**src/tinkerPkg.sv**
```systemverilog
package tinkerPkg;

    localparam int dataWidth    = 64;     // registers, addresses, ALU results
    localparam int instrWidth   = 32;
    localparam int regAddrWidth = 5;
    localparam int literalWidth = 12;
    localparam int memBytes     = 8192;
    localparam int memAddrWidth = $clog2(memBytes);
    localparam int accessWidth  = 8;      // bytes per data access
    localparam int fetchBytes   = 4;      // bytes per instruction

    // program area starts here, data area lies below
    localparam logic [dataWidth-1:0] resetPc = 64'h1000;

    typedef enum logic [4:0] {
        opAnd     = 5'h00,
        opOr      = 5'h01,
        opXor     = 5'h02,
        opNot     = 5'h03,
        opShftr   = 5'h04,
        opShftri  = 5'h05,
        opShftl   = 5'h06,
        opShftli  = 5'h07,
        opBr      = 5'h08,
        opBrrReg  = 5'h09,
        opBrrLit  = 5'h0A,
        opBrnz    = 5'h0B,
        opBrgt    = 5'h0E,
        opHalt    = 5'h0F,
        opLoad    = 5'h10,
        opMov     = 5'h11,
        opMovLit  = 5'h12,
        opStore   = 5'h13,
        opAdd     = 5'h18,
        opAddi    = 5'h19,
        opSub     = 5'h1A,
        opSubi    = 5'h1B,
        opBubble  = 5'h1F
    } tinkerOpcode;

    // all-zero fields behind the bubble opcode
    localparam logic [instrWidth-1:0] bubbleInstr = {opBubble, {(instrWidth - 5){1'b0}}};

endpackage

```
**src/memoryArbiter.sv**
```systemverilog
module memoryArbiter (
    input  logic                                dataRequest,
    input  logic                                dataWrite,
    input  logic [tinkerPkg::memAddrWidth-1:0]  dataAddr,
    input  logic [tinkerPkg::dataWidth-1:0]     dataWriteData,
    input  logic                                hostRequest,
    input  logic                                hostWrite,
    input  logic [tinkerPkg::memAddrWidth-1:0]  hostAddr,
    input  logic [tinkerPkg::dataWidth-1:0]     hostWriteData,
    input  logic                                fetchRequest,
    input  logic [tinkerPkg::memAddrWidth-1:0]  fetchAddr,
    output logic [tinkerPkg::memAddrWidth-1:0]  memAddr,
    output logic                                memWrite,
    output logic [tinkerPkg::dataWidth-1:0]     memWriteData,
    output logic                                hostGrant,
    output logic                                fetchGrant
);
    // data is never refused
    assign hostGrant  = hostRequest && !dataRequest;
    assign fetchGrant = fetchRequest && !dataRequest && !hostRequest;

    always_comb begin
        if (dataRequest) begin
            memAddr = dataAddr;
        end else if (hostRequest) begin
            memAddr = hostAddr;
        end else begin
            memAddr = fetchAddr;   // fetch only reads
        end
    end

    assign memWrite     = dataRequest ? dataWrite : (hostGrant && hostWrite);
    assign memWriteData = dataRequest ? dataWriteData : hostWriteData;

endmodule

```
**config.mk**
```make
export PLATFORM = sky130hd
export DESIGN_NAME = memoryArbiter
export DESIGN_NICKNAME = d
export VERILOG_FILES = /design/src/tinkerPkg.sv /design/src/memoryArbiter.sv
export SDC_FILE = /design/constraint.sdc
export NUM_CORES = 1
export LEC_CHECK = 0
export ABC_AREA = 1
export BUFFER_PORTS_ARGS = -buffer_cell sky130_fd_sc_hd__buf_4
export CORE_AREA = 2 2 98 100
export DETAILED_ROUTE_END_ITERATION = 8
export DIE_AREA = 0 0 100 102
export PLACE_DENSITY = 0.45
export SLEW_MARGIN = 20
export SYNTH_ARGS = -nofsm -noshare
export SYNTH_HDL_FRONTEND = slang
export SYNTH_SLANG_ARGS = --single-unit
```
**constraint.sdc**
```tcl
create_clock -name vclk -period 1.81
set_input_delay 0.543 -clock vclk [all_inputs]
set_output_delay 0.543 -clock vclk [all_outputs]
set_load 0.005 [all_outputs]
```
# Word-level counts from Yosys, hierarchy flattened
# Index checks and enable logic that the tools add are counted.
dict set report classes {
  mux 4
  reduce_logical 6
}
# operator count
set ops {}
lappend ops {{$mux 64} 1}
lappend ops {{$mux 13} 2}
lappend ops {{$logic_and 1x1->1} 4}
lappend ops {{$logic_not 1->1} 2}
lappend ops {{$mux 1} 1}
dict set report totals {
  reg_bits 0
  input_bits 172
}

# Depth between registers and ports, before layout
dict set report logic_depth {
  ltp_word 4
  depth_mapped 6
  ltp_nobuf 3
}

# Worst setup path after synthesis
# Ideal clock, no wire load.
dict set report synth_timing {
  path_type {input-to-output}
  start {input dataRequest}
  end {output memWriteData[53] in the netlist's numbering}
  t_arrival_ns 1.098
  slack_ns 0.169
  path_stages 6
  path_buffers 3
  cell_sequence {buf_4 inv_4 buf_6 buf_6 nand2_1 nand2_1}
}
dict set report synth_between {
  elab_chain_cells 1
}
# element line_no
set synth_rtl {}
lappend synth_rtl {{from (decl)} memoryArbiter.sv:2} ;# input logic dataRequest,
lappend synth_rtl {{$mux 64} memoryArbiter.sv:33} ;# assign memWriteData = dataRequest ? dataWriteData : hostWriteData;
lappend synth_rtl {{to (decl)} memoryArbiter.sv:14} ;# output logic [tinkerPkg::dataWidth-1:0] memWriteData,
# Every way passes these cells.

# Worst setup path after layout
dict set report layout_timing {
  start {input dataRequest}
  end {output memAddr[12] in the netlist's numbering}
}
dict set report layout_between {
  elab_chain_cells 1
}
# element line_no
set layout_rtl {}
lappend layout_rtl {{$mux 13} memoryArbiter.sv:23} ;# if (dataRequest) begin
lappend layout_rtl {{to (decl)} memoryArbiter.sv:12} ;# output logic [tinkerPkg::memAddrWidth-1:0] memAddr,
# Every way passes these cells.

==> metrics.txt <==
Syn Std Cell Area=1120 µm²; max incr delay on CP=0.14 ns; GRT met1 Usage=0.133; register area=0 µm²; sequential area share after synthesis=0; GRT Total Usage=0.123; Final Cell Area=3230 µm²; critical path data arrival time=between 1 and 1.5 ns; Synth cell types=11; GRT Residual Overflow=0; RSZ-0062 raised after global routing=false; post-route minimum period=1.75 ns; via count=2531; Setup crit start kind=input port; Max Slew Vio Count=0; synthesized area per cell=4.12 µm²; row count=35; outcome=completed; DR iter-0 viols=43; Vias per Instance=between 4 and 5; CP startpoint=dataRequest; global-route wire length before repair=10.5 mm; cell taking the most area after synthesis=nand2_1; Critical Path RT=roughly 1.3 ns; GP Congestion=0.749; power density over cell area=242 nW/µm²; Ports=252; Post-CTS Hold Fix Bufs=0; crit share post-route=0.968; Slew @ Worst Pin=0.177 ns; I/O Buffers=252; post-synth top area share=0.737; largest net degree at the start of global routing=39; Critical Path, Cell by Cell=buf_8 -> clkinv_8 -> buf_4 -> nand3_1 -> nand3_1 -> buf_4; Initial Util=0.123; Warnings, synthesis=0; P_leak=around 2.0 nW; Max-cap violations=0; hold_ws=1.34 ns; antenna cells=0; Core Region=9110 µm²; syn nets=about 450; clock buf count=0; seq_cells=0; worst hold-check path type=input port to output port; area occupied by multi-input gates=a little under 1000 µm²; Routed Wire Length=7.49 mm; Finish-stage setup viols=0; crit end category=output port; crit path to=memAddr[12]; overall die height=102 µm; initial antenna violation count=0; GR Util met3=0.0192; most common cell after layout, fill and taps aside=buf_4; met2 Usage GRT=0.255; most frequent cells in the layout=buf_4 (257), nand2_1 (221), nand3_1 (26), buf_6 (5); # fillers=995; top post-synthesis cells by area=nand2_1 (74%), nand3_1 (12%), buf_2 (4.9%), buf_4 (3.3%), buf_6 (3.0%); Slowest-stage cell, CP=buf_8; hpwl dp=6.19 mm; Syn Inst Count=273; Placed Area=3150 µm²; die width=100 µm; Syn-to-layout area delta=187%; final core utilization=0.355; Setup CP Type=input port to output port; vias in the first global route=2289; DRC=0; layout cell share with drive strength beyond 1=0.518; Worst Path Max Fanout=7; Pre-antenna DRT Iters=4; DR WL/cell=between 10 and 15 µm; Final Hold Vio Count=0; die area=10200 µm²; grt peak-use layer=met2; Nets=between 600 and 700; Max Fclk=571 MHz; worst rel slew slack=0.882; VDD IR max=0.0714 mV; ANT nets after route=0
[worst max-delay path: cells and delay by family]
family,cells,cell delay (ns)
buffers and inverters,4,0.50
AND/OR/NAND/NOR,2,0.16
[area by class of cell]
class | instances | area share
multi-input combinational | 250 | 0.303
timing repair inverter | 1 | 0.00271
timing repair buffer | 267 | 0.644
inverter | 3 | 0.00736
tap | 111 | 0.0430
[report_power, final]
part	switching (mW)	internal (mW)
clock network	0	0
registers	0	0
logic	0.282	0.501
[cell families (layout without fill, tap and decap cells)]
logic type	Yosys count	after routing	share of synthesized area
simple gates	249	249	0.867
buf+inv	23	271	0.129
compound gates	1	1	0.00445
[routing by layer]
metal	routed length (µm)	vias to the layer above	part of all wire
met5	0	-	0
met2	3990	148	0.53
li1	-	1323	-
met1	2630	1052	0.35
met4	107	0	0.014
met3	764	8	0.10
[Yosys cell counts]
| cell type | n |
|---|---|
| inv_4 | 1 |
| clkbuf_2 | 1 |
| nor2_4 | 1 |
| nor2_1 | 1 |
| buf_6 | 3 |
| buf_2 | 11 |
| nand3_1 | 26 |
| nand2_1 | 221 |
| inv_1 | 2 |
| o21ai_1 | 1 |
| buf_4 | 5 |
[repair_timing]
| action | in CTS | in global routing |
|---|---|---|
| pin swaps | 0 | 0 |
| setup buffers | 0 | 0 |
| cloned | 0 | 2 |
| gates resized for setup | 1 | 11 |
| setup endpoints to repair | 24 | 66 |
[how the worst min path moves through the flow]
stage,start,to,cells after the start
finish,hostWriteData[35],memWriteData[35],4
global route,hostWriteData[9],memWriteData[9],4
CTS,hostWriteData[53],memWriteData[53],4
detailed placement,hostWriteData[53],memWriteData[53],4
global placement,hostWriteData[0],memWriteData[0],4
floorplan,fetchRequest,fetchGrant,2
[stage by stage]
stage / setup slack, ns / total power [mW] / std cells / TNS (ns)
floorplan: 0.169 / 0.231 / 273 / 0
global placement: -0.00482 / 0.772 / 630 / -0.0157
detailed placement: -0.0224 / 0.772 / 630 / -0.105
CTS: -0.0282 / 0.776 / 630 / -0.247
global route: 0.00349 / 0.858 / 632 / 0
finish: 0.0581 / 0.783 / 632 / 0
No activity file was read; power rests on OpenSTA's default activity.
