==> config.mk <==
export PLATFORM = sky130hd
export DESIGN_NAME = fetchStage
export DESIGN_NICKNAME = d
export VERILOG_FILES = /design/src/tinkerPkg.sv /design/src/fetchStage.sv
export SDC_FILE = /design/constraint.sdc
export NUM_CORES = 1
export LEC_CHECK = 0
export BUFFER_PORTS_ARGS = -buffer_cell sky130_fd_sc_hd__buf_2
export CAP_MARGIN = 10
export CORE_UTILIZATION = 30
export DETAILED_ROUTE_END_ITERATION = 7
export PLACE_DENSITY = 0.62
export SLEW_MARGIN = 20
export SYNTH_ARGS = -nofsm -noshare
export SYNTH_HDL_FRONTEND = slang
export SYNTH_SLANG_ARGS = --single-unit
==> constraint.sdc <==
create_clock -name clk -period 6.17 [get_ports clk]
set_input_delay 0.3085 -clock clk [delete_from_list [all_inputs] [get_ports clk]]
set_output_delay 0.3085 -clock clk [all_outputs]
set_load 0.03 [all_outputs]
==> src/tinkerPkg.sv <==
package tinkerPkg;

    localparam int dataWidth    = 64;     // registers, addresses, ALU results
    localparam int instrWidth   = 32;
    localparam int regAddrWidth = 5;
    localparam int literalWidth = 12;
    localparam int memBytes     = 8192;
    localparam int memAddrWidth = $clog2(memBytes);
    localparam int accessWidth  = 8;      // bytes per data access
    localparam int fetchBytes   = 4;      // bytes per instruction

    // program area starts here, data area lies below
    localparam logic [dataWidth-1:0] resetPc = 64'h1000;

    typedef enum logic [4:0] {
        opAnd     = 5'h00,
        opOr      = 5'h01,
        opXor     = 5'h02,
        opNot     = 5'h03,
        opShftr   = 5'h04,
        opShftri  = 5'h05,
        opShftl   = 5'h06,
        opShftli  = 5'h07,
        opBr      = 5'h08,
        opBrrReg  = 5'h09,
        opBrrLit  = 5'h0A,
        opBrnz    = 5'h0B,
        opBrgt    = 5'h0E,
        opHalt    = 5'h0F,
        opLoad    = 5'h10,
        opMov     = 5'h11,
        opMovLit  = 5'h12,
        opStore   = 5'h13,
        opAdd     = 5'h18,
        opAddi    = 5'h19,
        opSub     = 5'h1A,
        opSubi    = 5'h1B,
        opBubble  = 5'h1F
    } tinkerOpcode;

    // all-zero fields behind the bubble opcode
    localparam logic [instrWidth-1:0] bubbleInstr = {opBubble, {(instrWidth - 5){1'b0}}};

endpackage

==> src/fetchStage.sv <==
module fetchStage (
    input  logic                                clk,
    input  logic                                reset,
    input  logic                                run,
    input  logic                                stall,
    input  logic                                flush,
    input  logic                                halting,
    input  logic [tinkerPkg::dataWidth-1:0]     branchTarget,
    input  logic                                fetchGrant,
    input  logic [tinkerPkg::instrWidth-1:0]    fetchData,
    output logic                                fetchRequest,
    output logic [tinkerPkg::memAddrWidth-1:0]  fetchAddr,
    output logic [tinkerPkg::instrWidth-1:0]    instruction,
    output logic [tinkerPkg::dataWidth-1:0]     pcPlus4
);
    import tinkerPkg::*;

    logic [dataWidth-1:0] pc;
    logic [dataWidth-1:0] nextPc;

    assign nextPc       = pc + fetchBytes;
    assign fetchRequest = run && !halting;
    assign fetchAddr    = pc[memAddrWidth-1:0];

    always_ff @(posedge clk or posedge reset) begin
        if (reset) begin
            pc          <= resetPc;
            instruction <= bubbleInstr;
            pcPlus4     <= '0;
        end else if (halting) begin
            instruction <= bubbleInstr;         // frozen, pc stays put
        end else if (flush) begin
            pc          <= branchTarget;
            instruction <= bubbleInstr;
        end else if (!stall) begin
            if (fetchRequest && fetchGrant) begin
                pc          <= nextPc;
                instruction <= fetchData;
                pcPlus4     <= nextPc;
            end else begin
                instruction <= bubbleInstr;     // refused or not running
            end
        end
    end

endmodule

* After elaboration in Yosys (flattened, before gate mapping)
Index checks and enable logic that the tools add are counted.
** Storage, ports and cells
- Input port bits :: 103
- Logic and storage cells :: 22
- Register bits after elaboration :: 160
** Operators by class
- Equality and inequality tests :: 2
- Muxes and demuxes :: 7
- Add/sub/neg operators :: 1
- Reduce and logical (&&, ||, !) cells :: 6
- Bitwise gates (word level) :: 3
** Operators by type and width (count)
- $mux W64 :: 3
- $mux W32 :: 4
- $add A64 B3 Y64 const B :: 1
- $reduce_and A4 Y1 :: 1
- $ne A3 B1 Y1 const B :: 1
- $not A1 Y1 :: 3
- $reduce_and A3 Y1 :: 1
- $logic_and A1 B1 Y1 :: 2
- $ne A2 B1 Y1 const B :: 1
- $reduce_bool A2 Y1 :: 1
- $logic_not A1 Y1 :: 1

* Logic depth before layout (Yosys ltp)
- Depth in word-level cells :: 7
- Mapped depth :: 9
- Depth with buffers taken out :: 7

* Worst setup path after synthesis
OpenSTA, ideal clock, no wires.
- Path kind :: flip-flop to flip-flop
- From :: reg pc[12]
- To :: reg pc[60]
- Slack :: 3.686 ns
- Stages on the path, launching flop included :: 8
- Setup time :: 0.069 ns
- Arrival time :: 2.416 ns
- Cell sequence :: dfstp_2 > nand4_2 > or4_4 > buf_6 > nor4_4 > nand4_2 > or3_1 > nand3_1
** On the way
- Word-level cells in the longest chain between the ends :: 4
** Ends and longest elaborated chain
- start, declared :: RTL line fetchStage.sv:18 : logic [dataWidth-1:0] pc;
- start signal, assigned :: RTL line fetchStage.sv:27 : pc <= resetPc;
- start signal, assigned :: RTL line fetchStage.sv:33 : pc <= branchTarget;
- start signal, assigned :: RTL line fetchStage.sv:37 : pc <= nextPc;
- $add A64 B3 Y64 :: RTL line fetchStage.sv:21 : assign nextPc = pc + fetchBytes;
- $mux W64 :: RTL line fetchStage.sv:36 : if (fetchRequest && fetchGrant) begin
- $mux W64 :: RTL line fetchStage.sv:35 : end else if (!stall) begin
- $mux W64 :: RTL line fetchStage.sv:32 : end else if (flush) begin
No other way between the ends. The select of a mux whose other input is x is not followed.
A chain may end at the register's enable or synchronous reset.

* Final worst setup path
- From :: reg pc[12]
- To :: reg pc[63]
Same word-level chain as after synthesis.

==> reports/results.txt <==
GRT Util Overall = 0.189
GR Overflow Total = 0
Setup Crit Path Kind = reg -> reg
DR vias = 7,704
Required @ worst endpoint = 6480 ps
largest net degree at the start of global routing = 99
endpoints failing setup = 0
largest family of logic cells by synthesized area = simple AND/OR/NAND/NOR gates
Final min period = 3130 ps
XOR/XNOR share of the synthesized area = 0.0590
Reg-to-Reg Start = pc[12]
drt pass-1 iters = 7
Core Region = 27,800 um^2
Hold Path Class = in -> async
commonest non-fill, non-tap cells in the layout = buf_2, dfrtp_1, nand2_1
R2R depth = 6
Die Ht = 170 um
dpl cells = 1,452
vias per cell = 5.19
startpoint types = register
crit share post-route = 0.508
cell count after synthesis = 937
Worst Setup SP = pc[12]
Area Growth Syn to Fin = 21.8%
crit path capture type = register
peak fanout along the critical path = 12
H-tree level count = 4
Layout Cells excl Fill = 1,485
flop2flop setup slack = 3040 ps
Compound-Gate Fraction of Synth Area = 0.185
CTS tree = yes
most common cell after layout, fill and taps aside = buf_2
multiplexer share of the synthesized area = 0.00591
number of buffers created by CTS = 17
Yosys warnings = 0
Synth Area in Adders = 0.00148
PortBufs = 212
wire per inst = 18.0 um
Clock transition at path regs = 70 ps
maxcap violations = 0
highest clock rate = 0.319 GHz
HPWL after DPL = 18.9 mm
Horiz. Die Dim = 170 um
first-pass GRT wire length = 41.8 mm
root buffer cell = clkbuf_16
cts repair resizes = 0
vias in the first global route = 7,320
die area = 28,900 um^2
Syn Area/Cell = 9.03 um^2
sequential area share after synthesis = 0.474
Post-synth EDFFs = 0
clock latency on the worst-skew pair = 430 ps
P_leak = 0.00462 uW
flops & latches, synth = 160
worst vdd ir = 0.000159 V
Unique masters post-synth = 62
area of the mapped netlist = 8470 um^2
Post-CTS Setup Bufs = 0
fillers = 2,906
cell area power density = 320 nW/um^2
final hold violations = 0
ratio of cells with drive above 1 in the final layout = 0.251
Max Root-Sink Buffers = 2
Setup Total Neg Slack = 0 ps
total clock sinks = 160
max_slew headroom = 0.237
unrepaired setup endpoints after global routing = no
Post-Syn Nets = 1,041
FP Rows = 61
Slew Viols, Final = 0
initial antenna violation count = 3
Routability Congestion = 0.912
IO Pins = 213
Synth Area in Simple Gates = 0.224
Starting DRT DRC Count = 634
DR DRC count = 0
Slew @ Worst Pin = 1140 ps
Synth Flop Type = dfrtp_1
final wirelength = 26.8 mm
worst clock skew = 6.73 ps
Post-DRT Antenna Nets = 0
FF-to-FF End = pc[63]
Initial Utilization = 0.305
WP data arrival = 3450 ps
final net count = 1,197
FFs w/ async S/R, synth = 1.00
status = complete, no violations
Post-CTS Hold Fix Bufs = 0
cells by family (layout without fill, tap and decap cells):
logic type               count (synthesis)  count (layout)
AO/OA/AOI/OAI                          245             245
XOR/XNOR                                57              57
adder cells (fa/ha/maj)                  1               1
buffers and inverters                   99             267
flip-flops                             160             160
multiplexers                             5               5
other                                    0               2
AND/OR/NAND/NOR                        370             370
final cells by class:
cell class	instances	area, um^2	area share
Antenna cell	2	5.00	0.000486
Clock buffer	21	480	0.0466
Clock inverter	10	109	0.0106
Inverter	18	72.6	0.00704
Multi-Input combinational cell	678	4050	0.393
Sequential cell	160	4010	0.389
Tap cell	378	473	0.0459
Timing Repair Buffer	218	1110	0.107
how the worst max path moves through the flow:
stage	endpoint	depth (start not counted)	slack, ps
2_1_floorplan	instruction[0]	1	1550
3_3_place_gp	pc[42]	7	3100
3_5_place_dp	pc[42]	7	3050
4_1_cts	pc[63]	6	3050
5_1_grt	pc[43]	6	2790
6_report	pc[63]	6	3040
state kept, by name (all words and copies together), names as in the netlist:
signal       cells
pcPlus4         64
pc              64
instruction     32
through the flow:
step	hold WS (ps)	utilization	power (uW)	worst slack [ps]	instance area, um^2
floorplan	414	-	1970	1550	8470
global placement	454	0.350	2230	3100	9710
detailed placement	457	0.350	2240	3050	9710
CTS	76.3	0.371	3330	3050	10300
global route	86.0	0.371	3470	2790	10300
finish	43.8	0.371	3300	3040	10300
worst max-delay path, cell delays in order, from the launching register on:
cell	delay, ps
dfstp_2	580
nand4_2	190
nor4_4	480
nand4_1	640
nor4_1	750
nand2_1	110
a31o_2	260
report_power, final:
group          switching (uW)  internal [uW]  total [uW]
logic                     553            259         812
registers                 182           1220        1410
clock network             444            635        1080
per-layer routing:
metal,track usage,vias to the layer above,routed length [um]
met3,0.0544,41,2420
met4,0.0658,2,603
li1,-,3676,-
met1,0.252,3668,11900
met5,0,-,10
met2,0.289,317,11900
synthesized netlist by cell type, types with 10 or more instances:
master,count,share of area
dfrtp_1,154,0.46
nand2_1,136,0.060
o21ai_0,106,0.063
clkbuf_1,61,0.027
nor2_1,57,0.025
nand3_1,43,0.025
xnor2_1,43,0.044
a22o_1,32,0.033
nor3_1,30,0.018
nand4_1,28,0.021
a21oi_1,25,0.015
a22oi_1,21,0.019
inv_1,18,0.0080
nor4_1,17,0.013
xor2_1,14,0.014
buf_4,13,0.012
o211ai_1,10,0.0089
Note: power is estimated with default switching activity, not from simulation.
